===== src/logic/slow_mem_pkg.sv =====
// Slow external memory slave, shared definitions
// Sizes, address window, response latency and the bus and queue types

`default_nettype none

package slow_mem_pkg;

  // ----------------------------------------------------------------------
  // Sizes
  // ----------------------------------------------------------------------
  localparam int ADDR_W    = 32;
  localparam int DATA_W    = 32;
  localparam int BE_W      = 4;
  localparam int MEM_WORDS = 256;
  localparam int OFFS_W    = $clog2(BE_W);
  localparam int IDX_W     = $clog2(MEM_WORDS);
  localparam int TAG_W     = ADDR_W - IDX_W - OFFS_W;

  // Window at 32'h2000_0000, 1 KiB
  localparam logic [TAG_W-1:0] WINDOW_TAG = 22'h08_0000;

  // Pending-request queue
  localparam int QUEUE_DEPTH = 4;
  localparam int QPTR_W      = $clog2(QUEUE_DEPTH);
  localparam int QCNT_W      = $clog2(QUEUE_DEPTH + 1);
  localparam logic [QPTR_W-1:0] QPTR_LAST = QPTR_W'(QUEUE_DEPTH - 1);
  localparam logic [QCNT_W-1:0] QCNT_FULL = QCNT_W'(QUEUE_DEPTH);

  // Wait cycles before each response, at least one
  localparam int RESP_LATENCY = 3;
  localparam int LAT_CNT_W    = $clog2(RESP_LATENCY + 1);
  localparam logic [LAT_CNT_W-1:0] LAT_LAST = LAT_CNT_W'(RESP_LATENCY - 1);

  // ----------------------------------------------------------------------
  // Types
  // ----------------------------------------------------------------------
  typedef struct packed {
    logic [TAG_W-1:0]  tag;
    logic [IDX_W-1:0]  word_idx;
    logic [OFFS_W-1:0] offset;
  } addr_fields_t;

  // Same address word, raw or split
  typedef union packed {
    logic [ADDR_W-1:0] raw;
    addr_fields_t      fields;
  } mem_addr_t;

  typedef struct packed {
    logic              req;
    logic              we;
    logic [BE_W-1:0]   be;
    mem_addr_t         addr;
    logic [DATA_W-1:0] wdata;
  } bus_req_t;

  typedef struct packed {
    logic              gnt;
    logic              rvalid;
    logic [DATA_W-1:0] rdata;
  } bus_rsp_t;

  // Queue entry
  typedef struct packed {
    logic              hit;
    logic              we;
    logic [BE_W-1:0]   be;
    logic [IDX_W-1:0]  word_idx;
    logic [DATA_W-1:0] wdata;
  } pend_req_t;

endpackage

`default_nettype wire


===== src/logic/req_queue.sv =====
// Pending-request queue
// Circular buffer that keeps granted requests in order for the responder

`timescale 1ns/1ps
`default_nettype none

module req_queue (
  input  logic                    clk_i,
  input  logic                    rst_i,
  input  logic                    push_i,
  input  slow_mem_pkg::pend_req_t pend_i,
  input  logic                    pop_i,
  output logic                    full_o,
  output logic                    valid_o,
  output slow_mem_pkg::pend_req_t head_o
);

  slow_mem_pkg::pend_req_t entries_q [slow_mem_pkg::QUEUE_DEPTH];

  logic [slow_mem_pkg::QPTR_W-1:0] wr_ptr_q;
  logic [slow_mem_pkg::QPTR_W-1:0] rd_ptr_q;
  logic [slow_mem_pkg::QCNT_W-1:0] count_q;
  logic                            full;
  logic                            empty;
  logic                            do_push;
  logic                            do_pop;

  assign full    = (count_q == slow_mem_pkg::QCNT_FULL);
  assign empty   = (count_q == '0);
  assign full_o  = full;
  assign valid_o = !empty;
  assign head_o  = entries_q[rd_ptr_q];

  // When full, a push only fits if the head leaves on the same edge
  assign do_push = push_i && (!full || pop_i);
  assign do_pop  = pop_i && !empty;

  // ----------------------------------------------------------------------
  // Pointers and occupancy
  // ----------------------------------------------------------------------
  always_ff @(posedge clk_i) begin
    if (rst_i) begin
      wr_ptr_q <= '0;
      rd_ptr_q <= '0;
      count_q  <= '0;
    end else begin
      if (do_push) begin
        wr_ptr_q <= (wr_ptr_q == slow_mem_pkg::QPTR_LAST) ? '0 : wr_ptr_q + 1'b1;
      end
      if (do_pop) begin
        rd_ptr_q <= (rd_ptr_q == slow_mem_pkg::QPTR_LAST) ? '0 : rd_ptr_q + 1'b1;
      end
      case ({do_push, do_pop})
        2'b10:   count_q <= count_q + 1'b1;
        2'b01:   count_q <= count_q - 1'b1;
        default: count_q <= count_q;
      endcase
    end
  end

  // Entry storage
  always_ff @(posedge clk_i) begin
    if (do_push) begin
      entries_q[wr_ptr_q] <= pend_i;
    end
  end

endmodule

`default_nettype wire


===== config.mk =====
export PLATFORM = sky130hd
export DESIGN_NAME = req_queue
export DESIGN_NICKNAME = d
export VERILOG_FILES = /design/src/logic/slow_mem_pkg.sv /design/src/logic/req_queue.sv
export SDC_FILE = /design/constraint.sdc
export NUM_CORES = 1
export LEC_CHECK = 0
export BUFFER_PORTS_ARGS = -buffer_cell sky130_fd_sc_hd__clkbuf_2
export CORE_MARGIN = 2
export CORE_UTILIZATION = 33
export CTS_BUF_LIST = sky130_fd_sc_hd__clkbuf_16
export DETAILED_ROUTE_END_ITERATION = 16
export GPL_TIMING_DRIVEN = 0
export HOLD_SLACK_MARGIN = 0.05
export PLACE_DENSITY = 0.57
export SLEW_MARGIN = 30
export SYNTH_ARGS = -nofsm -noshare
export SYNTH_HDL_FRONTEND = slang
export SYNTH_SLANG_ARGS = --single-unit

===== constraint.sdc =====
create_clock -name clk_i -period 3.25 [get_ports clk_i]
set_input_delay 0 -clock clk_i [delete_from_list [all_inputs] [get_ports clk_i]]
set_output_delay 0 -clock clk_i [all_outputs]
set_load 0.02 [all_outputs]

Yosys cells after proc, flatten, opt, wreduce, memory -nomap -nowiden
Memories as Yosys holds them, arrays and structs flattened. A register that Yosys moved wholly into a read port is not among the register bits.
Index checks and enable logic that the tools add are counted.
- add/sub/neg operators: 4
- equality and inequality tests: 5
- mux-type cells: 7
- reduce and logical (&&, ||, !) cells: 7
- operators by type and width (kind ; number):
    $mux 2 ; 4
    $eq 2x2->1 const B ; 3
    $pmux 3 s2 ; 1
    $add 2x1->2 const B ; 2
    $add 3x1->3 const B ; 1
    $eq 3x3->1 const B ; 1
    $logic_not 3->1 ; 1
    $sub 3x1->3 const B ; 1
    $eq 2x1->1 const B ; 1
    $logic_and 1x1->1 ; 2
    $logic_not 1->1 ; 2
    $mux 1 ; 2
    $reduce_bool 2->1 ; 1
    $logic_or 1x1->1 ; 1
- register bits after elaboration: 7
- bits in writable memories: 184
- input bits: 50
- output and inout bits: 48
- word-level logic and storage cells: 27
- memories: 1
- memory list (memory ; words ; bits a word ; read ports ; clocked after memory_dff ; wr ports ; RTL line ; text):
    entries_q ; 4 ; 46 ; 1 ; 1 ; 1 ; req_queue.sv:18 ; slow_mem_pkg::pend_req_t entries_q [slow_mem_pkg::QUEUE_DEPTH];

Logic depth before layout (Yosys ltp)
Gate-level depths: netlist (run 1).
- word-level depth: 6
- depth in mapped cells: 9
- gate-level depth less buffers: 9

Worst setup path before layout (run 1)
Ideal clock, no wire load.
- kind: flip-flop to flip-flop
- start: register count_q[1] (netlist name)
- end: register count_q[2] (netlist name)
- setup time: 0.071 ns
- arrival: 2.250 ns
- required time: 3.179 ns
- slack: 0.929 ns
- cell stages (with the launch flop): 10
- buffers on the path: 0
- period minus slack after synthesis: 2.321 ns
- cell sequence: dfxtp_1 -> or4b_4 -> and2_4 -> inv_1 -> ha_1 -> inv_1 -> fa_1 -> xor2_1 -> or3_1 -> a21oi_1
- cells in the longest elaborated chain, start to end: 6
- elaborated cells between the ends (all ways): 13
- classes of those cells: add/sub (2); eq/ne (3); mux (1); reduce/logical (7)
- RTL lines (what ; RTL line ; text):
    start, declared ; req_queue.sv:22 ; logic [slow_mem_pkg::QCNT_W-1:0] count_q;
    start signal, assigned ; req_queue.sv:54 ; 2'b10: count_q <= count_q + 1'b1;
    start signal, assigned ; req_queue.sv:55 ; 2'b01: count_q <= count_q - 1'b1;
    start signal, assigned ; req_queue.sv:56 ; default: count_q <= count_q;
    $eq 3x3->1 ; req_queue.sv:28 ; assign full = (count_q == slow_mem_pkg::QCNT_FULL);
    $logic_not 1->1 ; req_queue.sv:35 ; assign do_push = push_i && (!full || pop_i);
    $logic_or 1x1->1 ; req_queue.sv:35 ;
    $logic_and 1x1->1 ; req_queue.sv:35 ;
    $eq 2x1->1 or $eq 2x2->1 (tied branches) ; req_queue.sv:53 ; case ({do_push, do_pop})
    $pmux 3 s2 or $reduce_bool 2->1 (tied branches) ; n/a ;
Parallel ways exist; a longest one is shown, timed or not.
A chain may end at the register's enable or synchronous reset.

Worst setup path in the final report (run 1)
Same ends and word-level chain as after synthesis.

==> results_dict.tcl, run 1 <==
set metrics [dict create \
    p_int_mw 4.92 \
    drc 0 \
    netlist_area_um2 7120 \
    arrival_ps 2880 \
    max-vdd-ir-drop_mv 0.330 \
    hold_class "in -> reg" \
    maxSlewHeadroom 0.483 \
    finish.instance_area_um2 9110 \
    synth_fp_nets 349 \
    drv_cap 0 \
    grt.total_usage 0.122 \
    end_kind "register" \
    grt_pass1_wl_um 20300 \
    core_um2 21100 \
    period_share 0.775 \
    netSwitchingPower_mw 1.78 \
    multi_input_area_um2 1340 \
    worst-path-stages 9 \
    critPathBufInv 2 \
    worstSetupPathType "reg -> reg" \
    pwr-share-seq 0.445 \
    cts_buffers 17 \
    yosysUniqueCellTypes 28 \
    max_stage_delay_ps 600 \
    drt_pass1_iterations 4 \
    path_common_cell "inv_1" \
    critPathLaunchType "register" \
    p_clk_frac 0.341 \
    antenna_cells 0 \
    rows 53 \
    cts_sinks 193 \
    mostFrequentLayoutCells "edfxtp_1 (184), clkbuf_2 (97), dlygate4sd3_1 (50), mux4_2 (46), clkbuf_16 (17)" \
    leakagePower_nw 3.12 \
    hold_buffers 50 \
    crit_required_ps 3610 \
    dieWidth_um 151 \
    vias_per_cell 4.65 \
    grt_max_degree 47 \
    preCtsSetupSlack_ps 744 \
    setup_viol 0 \
    hold_viol 0 \
    synthArstFlopShare 0 \
    regArea_um2 5710 \
    cts_tree "built" \
    path_cells "or4b_4, and2_4, inv_1, ha_1, inv_1, fa_1, xor2_1, or3_1, a21oi_1" \
    synth-seq-cells 193 \
    clock.fmax_mhz 397 \
    port_buffers 96 \
    skew_ps 12.0 \
    clk_path_buf_depth 2 \
    crit_family "simple AND/OR/NAND/NOR gates" \
    tns_ps 0 \
    yosysWarningCount 0 \
    routed_wl_um 13100 \
    grt-ovfl-total 0 \
    drt_first_iter_violations 134 \
    clockRootBuffer "clkbuf_16" \
    tightest_slew_ps 775 \
    avgSynthCellArea_um2 24.4 \
    start_util 0.338 \
    ant_nets 0 \
    synth_edf_count 184 \
    rsz0062_at_grt "false" \
    cpMaxStageDelayCell "or4b_4" \
    ctsResizeCount 0 \
    synth_ff_type "edfxtp_1" \
    antenna_found_initial 0 \
    slew_viol_final 0 \
    die_y_um 151 \
    holdWs_ps 327 \
    holdPathStages 2 \
    nFillCells 1857 \
    post-route-min-period_ps 2520 \
    final_common_cell "edfxtp_1" \
    pin_count 98 \
    clk_latency_ps 430 \
    layout_setup_ws_ps 731 \
    reg2reg_depth 9 \
    vias 3467 \
    seq_area_frac_synth 0.802 \
    netlist_instances 292 \
    p_per_area_nw_per_um2 735 \
    yosysTopAreaCell "edfxtp_1" \
    area_growth_pct 28.0 \
    dieArea_um2 22800 \
    synth.area.top_cells "edfxtp_1 (78%), mux4_2 (15%), dfxtp_1 (2.5%), ha_1 (1.1%), and3_2 (0.42%)" \
    placed_cell_area_um2 7960 \
    grt_pass1_vias 3718 \
    gp_congestion 0.662 \
    htree_num_levels 4 \
    clk_pin_slew_worst_paths_ps 70 \
    drt-wirelength-per-cell_um 17.6 \
    p_comb_frac 0.213 \
    dpl.hpwl_um 7590 \
    post-cts-setup-buffers 0 \
    status "complete, no violations" \
    yosysTopAreaCellShare 0.776 \
    nets 514 \
    switching_share 0.266 \
    path_max_fanout 7 \
    layout-drive-gt1-share 0.398 \
]
## final timing paths
path | start | to | slack (ps)
worst max-delay path | count_q[1]$_SDFFE_PP0P_ | count_q[2]$_SDFFE_PP0P_ | 730
worst min-delay path | pend_i[8] | entries_q[0][8]$_DFFE_PP_ | 330
worst max register to register | count_q[1]$_SDFFE_PP0P_ | count_q[2]$_SDFFE_PP0P_ | 730
worst min register to register | rd_ptr_q[0]$_SDFFE_PP0P_ | register | 500
## cell usage after synthesis (all sizes together), types with 2 or more instances
master / instances
mux4: 46
buf: 9
a21oi: 3
inv: 7
o31ai: 3
clkbuf: 2
xor2: 2
edfxtp: 184
nor2: 4
and3: 5
dfxtp: 9
ha: 6
or3: 3
## state kept, by name (all words and copies together) (netlist names), named ones only
register,cells
rd_ptr_q,2
wr_ptr_q,2
count_q,3
entries_q,184
## through the flow
stage	power [mW]	util	cells
after global placement	4.42	0.377	663
after floorplan	3.99	-	292
final	6.70	0.432	745
after detailed placement	4.46	0.377	663
after CTS	6.80	0.432	745
after global routing	6.99	0.432	745
## cell families after synthesis
logic type / share of synthesized area
buffers and inverters: 0.0120
and+or+nand+nor: 0.0163
AOI/OAI and AO/OA: 0.00738
DFF: 0.802
adders and majority gates: 0.0134
muxes: 0.147
xor gates and xnor gates: 0.00246
## layer usage
layer  vias to the layer above  GRT usage  routed length (um)
met1                      1813      0.155                5730
met5                         -          0                   0
li1                       1569          -                   -
met3                        12     0.0380                 607
met4                         0     0.0407                 125
met2                        73      0.200                6620
## power by group through the flow
stage          clock (mW)  combinational [mW]  sequential (mW)
6_report             2.29                1.43             2.98
5_1_grt              2.44                1.55             3.00
4_1_cts              2.34                1.47             2.98
3_5_place_dp            0                1.42             3.04
3_3_place_gp            0                1.39             3.03
2_1_floorplan           0               0.974             3.02
## worst reg2reg max path, delay by kind of cell (launching register included)
kind            cells  cell delay [ps]
flops               1              350
simple gates        3             1120
fa+ha+maj           2              560
xor+xnor            1              160
compound gates      1              140
buf+inv             2              120
## area by class of cell
class                      instances  share of cell area
clock buffer                      17              0.0467
timing repair buffer             146               0.108
sequential                       193               0.626
inverter                           7             0.00288
buffer                            11             0.00645
multi-input combinational         81               0.147
tap                              275              0.0378
clock inverter                    15              0.0250
(Power assumes the default switching activity.)
==> inputs of run 2 (changes only) <==
- PLACE_DENSITY: 0.57 -> 0.59
- clock period: 3.25 -> 2.2 ns (I/O delays scaled with it)
==> run 2 against run 1 <==
  * The flow now finishes with violations (negative setup slack)
  * Flip-flop and latch count stayed put
  * Global-route usage is 0.30 points higher
  * Register-to-register slack worse by 870 ps
  * Combinational power is 55% higher
  * Clock power is 45% higher
  * Fmax is 7.7% higher
  * Count of clock-buffer cells in the layout stayed put
  * Die area stayed put
  * Non-clock buffer count is 7 higher
  * First-iteration DRC count is 13% higher
  * Cell count is 0.67% higher
  * Core utilization is 0.40 points higher
  * Largest cell class unchanged
==> results_dict.tcl, run 2 (synthesis gave the netlist of run 1 again) <==
set metrics [dict create \
    preCtsSetupSlack_ps -198 \
    clk_pin_slew_worst_paths_ps 70 \
    grt_pass1_wl_um 20700 \
    reg2reg_from "count_q[0]$_SDFFE_PP0P_" \
    reg2reg_depth 9 \
    fin_cells 750 \
    worstSetupPathType "reg -> reg" \
    leakagePower_nw 3.17 \
    cts_tree "built" \
    path_cells "or4b_4, and2_4, inv_4, ha_4, inv_2, fa_2, xor2_2, or3_4, a21oi_2" \
    p_clk_frac 0.334 \
    drv_cap 0 \
    min_from "pop_i" \
    rsz0062_at_grt "true" \
    grt_max_degree 47 \
    slew_viol_final 0 \
    htree_num_levels 4 \
    area_growth_pct 29.2 \
    grt.total_usage 0.125 \
    final_common_cell "edfxtp_1" \
    gp_congestion 0.692 \
    status "finished with violations" \
    drc 0 \
    die_y_um 151 \
    ff2ff_setup_slack_ps -140 \
    nFillCells 1854 \
    regMostFlops "entries_q" \
    routed_wl_um 13400 \
    p_int_mw 7.32 \
    grt_pass1_vias 3836 \
    dieArea_um2 22800 \
    finish.instance_area_um2 9200 \
    dpl.hpwl_um 7630 \
    rows 53 \
    p_per_area_nw_per_um2 1080 \
    dieWidth_um 151 \
    pin_count 98 \
    setup_viol 1 \
    pwr-share-seq 0.444 \
    cts_buffers 17 \
    max-vdd-ir-drop_mv 0.593 \
    drt-wirelength-per-cell_um 17.9 \
    nets 521 \
    start_util 0.338 \
    cts_sinks 193 \
    antenna_cells 0 \
    antenna_found_initial 0 \
    failed_checks "negative setup slack" \
    period_share 1.06 \
    port_buffers 96 \
    vias 3474 \
    vias_per_cell 4.63 \
    crit_required_ps 2550 \
    ant_nets 0 \
    layout-drive-gt1-share 0.432 \
    holdPathStages 5 \
    tightest_slew_ps 783 \
    path_max_fanout 2 \
    mostFrequentLayoutCells "edfxtp_1 (184), clkbuf_2 (97), dlygate4sd3_1 (51), mux4_2 (46), clkbuf_16 (17)" \
    clk_latency_ps 420 \
    holdPathEnd "wr_ptr_q[0]$_SDFFE_PP0P_" \
    netSwitchingPower_mw 2.62 \
    reg_top3 "entries_q (184), count_q (3)" \
    skew_ps 9.79 \
    hold_class "in -> reg" \
    critPathLaunchType "register" \
    p_comb_frac 0.222 \
    clockRootBuffer "clkbuf_16" \
    drt_first_iter_violations 151 \
    arrival_ps 2690 \
    hold_viol 0 \
    maxSlewHeadroom 0.478 \
    reg2reg_to "count_q[2]$_SDFFE_PP0P_" \
    drt_pass1_iterations 6 \
    clock.fmax_mhz 427 \
    placed_cell_area_um2 7970 \
    placed_cells 663 \
    core_um2 21100 \
    end_kind "register" \
    clk_path_buf_depth 2 \
    tns_ps -140 \
    grt-ovfl-total 0 \
    layout_setup_ws_ps -140 \
    post-route-min-period_ps 2340 \
    cpMaxStageDelayCell "or4b_4" \
    max_stage_delay_ps 510 \
    switching_share 0.264 \
    largest_register_ff_count 184 \
]
-- run 2: power by group through the flow --
stage                     sequential (mW)  combinational [mW]  clock [mW]
after floorplan                      4.46                1.46           0
after global placement               4.47                2.07           0
after detailed placement             4.49                2.11           0
after CTS                            4.41                2.24        3.41
after global routing                 4.43                2.40        3.54
final                                4.41                2.21        3.32
-- run 2: routing by layer --
metal	track usage	routed length (um)	vias to the layer above
li1	-	-	1575
met1	0.151	5790	1820
met2	0.215	7000	63
met3	0.0370	475	16
met4	0.0430	176	0
met5	0	0	-
-- run 2: worst max-delay path, delay by kind of cell, from the launching register on --
family,cells,cell delay (ps)
buffers and inverters,2,90
AND/OR/NAND/NOR,3,1020
AO/OA/AOI/OAI,1,130
XOR/XNOR,1,190
adder cells (fa/ha/maj),2,500
flip-flops,1,350
-- run 2: worst max path at each step --
stage,from,end,slack (ps)
global route,count_q[0]$_SDFFE_PP0P_,count_q[2]$_SDFFE_PP0P_,-200
global placement,count_q[0]$_SDFFE_PP0P_,count_q[2]$_SDFFE_PP0P_,-60
detailed placement,count_q[2]$_SDFFE_PP0P_,count_q[2]$_SDFFE_PP0P_,-200
floorplan,count_q[0]$_SDFFE_PP0P_,count_q[2]$_SDFFE_PP0P_,-9
CTS,count_q[0]$_SDFFE_PP0P_,count_q[2]$_SDFFE_PP0P_,-160
finish,count_q[0]$_SDFFE_PP0P_,count_q[2]$_SDFFE_PP0P_,-140
-- run 2: metrics by stage --
stage	total power [mW]	utilization	hold WS, ps
after floorplan	5.92	-	98.9
after global placement	6.54	0.377	213
after detailed placement	6.61	0.378	221
after CTS	10.1	0.435	71.4
after global routing	10.4	0.436	85.8
final	9.94	0.436	102
-- run 2: timing repair --
| item | in CTS | in global routing |
|---|---|---|
| resized for setup | 7 | 6 |
| pin swaps | 6 | 6 |
| setup endpoints to repair | 42 | 42 |
| hold endpoints to repair | 193 | 0 |
| hold buffers | 51 | 0 |
| buffers inserted | 5 | 1 |
-- run 2: cell type report --
class                      instances  area, um^2  share of cell area
timing repair buffer             153        1040               0.113
inverter                           7        28.8             0.00313
buffer                            11        66.3             0.00721
clock inverter                    13         208              0.0226
multi-input combinational         81        1370               0.149
sequential                       193        5710               0.621
tap                              275         344              0.0374
clock buffer                      17         425              0.0463
==> inputs of run 3 (changes only) <==
==> constraint.sdc (replaced) <==
create_clock -name clk_i -period 2.2 [get_ports clk_i]
set_input_delay 0.22 -clock clk_i [delete_from_list [all_inputs] [get_ports clk_i]]
set_output_delay 0.22 -clock clk_i [all_outputs]
set_load 0.02 [all_outputs]
==> run 3 against run 2 <==
  * The run still ends with negative setup slack left
  * Count of clock-buffer cells in the layout is the same
  * Die area is the same
  * Wire length shrank 0.92%
  * Flip-flop and latch count is the same
  * Sequential share of layout area grew 0.12 points
  * Critical path depth is the same
  * Combinational power is essentially flat
  * First-iteration DRC count shrank 15%
  * Design area shrank 0.19%
  * Global-route usage shrank 0.11 points
  * Largest cell class unchanged
  * Non-clock buffer count shrank 6
==> results_dict.tcl, run 3 (synthesis gave the netlist of run 1 again) <==
set metrics [dict create \
    status "finished with violations" \
    failed_checks "negative setup slack" \
    crit_required_ps 2550 \
    tns_ps -160 \
    vias 3454 \
    antenna_found_initial 0 \
    arrival_ps 2710 \
    max_stage_delay_ps 520 \
    crit_path_start "count_q[0]$_SDFFE_PP0P_" \
    drc 0 \
    layout-drive-gt1-share 0.435 \
    cts_sinks 193 \
    hold_class "in -> reg" \
    max-vdd-ir-drop_mv 0.623 \
    final_common_cell "edfxtp_1" \
    vias_per_cell 4.64 \
    ff2ff_setup_slack_ps -160 \
    core_um2 21100 \
    placed_cell_area_um2 7970 \
    dieWidth_um 151 \
    start_util 0.338 \
    critPathBufInv 2 \
    slew_viol_final 0 \
    tightest_slew_ps 803 \
    dpl.hpwl_um 7630 \
    drt_first_iter_violations 129 \
    port_buffers 96 \
    maxSlewHeadroom 0.465 \
    skew_ps 9.85 \
    switching_share 0.263 \
    drv_cap 0 \
    holdWs_ps 153 \
    setup.worst_path.end "count_q[2]$_SDFFE_PP0P_" \
    setup_viol 1 \
    clk_latency_ps 420 \
    htree_num_levels 4 \
    die_y_um 151 \
    grt_pass1_vias 3799 \
    ant_nets 0 \
    reg2reg_depth 9 \
    netSwitchingPower_mw 2.63 \
    critPathLaunchType "register" \
    leakagePower_nw 3.15 \
    clockRootBuffer "clkbuf_16" \
    reg2reg_to "count_q[2]$_SDFFE_PP0P_" \
    area_growth_pct 28.9 \
    regMostFlops "entries_q" \
    dieArea_um2 22800 \
    antenna_cells 0 \
    worst-path-stages 9 \
    worstSetupPathType "reg -> reg" \
    cts_tree "built" \
    cpMaxStageDelayCell "or4b_4" \
    reg2reg_from "count_q[0]$_SDFFE_PP0P_" \
    path_cells "or4b_4, and2_4, inv_4, ha_4, inv_2, fa_2, xor2_2, or3_4, a21oi_2" \
    path_max_fanout 2 \
    drt_pass1_iterations 4 \
    post-route-min-period_ps 2360 \
    grt_pass1_wl_um 20500 \
    period_share 1.07 \
    reg_top3 "entries_q (184), count_q (3)" \
    grt-ovfl-total 0 \
    gp_congestion 0.692 \
    crit_family "simple AND/OR/NAND/NOR gates" \
    largest_register_ff_count 184 \
    hold_viol 0 \
    grt_max_degree 47 \
    p_total_mw 9.98 \
    nets 515 \
    cts_buffers 17 \
    layout_setup_ws_ps -160 \
    rsz0062_at_grt "true" \
    mostFrequentLayoutCells "edfxtp_1 (184), clkbuf_2 (97), mux4_2 (46), dlygate4sd3_1 (46), clkbuf_16 (17)" \
    clock.fmax_mhz 424 \
    p_per_area_nw_per_um2 1090 \
    end_kind "register" \
    p_int_mw 7.35 \
    grt.total_usage 0.124 \
    pwr-share-seq 0.442 \
    routed_wl_um 13300 \
    p_clk_frac 0.333 \
    clk_path_buf_depth 2 \
    p_comb_frac 0.225 \
    finish.instance_area_um2 9180 \
    pin_count 98 \
    rows 53 \
    clk_pin_slew_worst_paths_ps 70 \
    drt-wirelength-per-cell_um 17.9 \
]
==> run 3: how the worst min path moves through the flow <==
stage                          start                         end  slack, ps  cells past startpoint
final                         push_i    wr_ptr_q[0]$_SDFFE_PP0P_        150                      3
after global routing          push_i    wr_ptr_q[0]$_SDFFE_PP0P_        130                      3
after CTS                     push_i    wr_ptr_q[0]$_SDFFE_PP0P_        110                      3
after detailed placement  pend_i[36]  entries_q[3][36]$_DFFE_PP_        440                      1
after global placement    pend_i[23]  entries_q[3][23]$_DFFE_PP_        430                      1
after floorplan            pend_i[0]   entries_q[0][0]$_DFFE_PP_        320                      0
==> run 3: routing by layer <==
layer	GRT usage	part of all wire	wire, um
met5	0	0	0
met4	0.0411	0.011	150
met3	0.0367	0.038	502
met2	0.214	0.52	6980
met1	0.150	0.43	5680
==> run 3: what timing repair did <==
item / CTS / global route
setup buffers: 5 / 0
setup endpoints to repair: 42 / 42
pin swaps: 6 / 6
endpoints found under the hold margin: 184 / 0
hold buffers: 46 / 0
gates resized for setup: 14 / 11
==> run 3: power by group through the flow <==
stage / clock [mW] / combinational [mW] / sequential (mW)
global placement: 0 / 2.07 / 4.47
detailed placement: 0 / 2.11 / 4.49
finish: 3.32 / 2.24 / 4.41
global route: 3.54 / 2.44 / 4.43
floorplan: 0 / 1.46 / 4.46
CTS: 3.41 / 2.26 / 4.41
==> run 3: layout make-up <==
cell class | count | area [um^2]
buffer | 11 | 106
inverter | 7 | 28.8
multi-input combinational | 81 | 1370
fill | 1853 | 11900
timing repair buffer | 147 | 978
sequential | 193 | 5710
clock buffer | 17 | 425
clock inverter | 13 | 208
tap | 275 | 344
==> run 3: metrics by stage <==
step / setup slack (ps) / utilization / instances
2_1_floorplan: -9.10 / - / 292
3_3_place_gp: -70.4 / 0.377 / 663
3_5_place_dp: -198 / 0.378 / 663
4_1_cts: -163 / 0.433 / 744
5_1_grt: -221 / 0.435 / 744
6_report: -160 / 0.435 / 744
==> run 3: worst register-to-register path, stage by stage, from the launching register on <==
cell	delay (ps)
dfxtp_4	350
or4b_4	520
and2_4	170
inv_4	50
ha_4	120
inv_2	40
fa_2	380
xor2_2	190
or3_4	340
a21oi_2	140
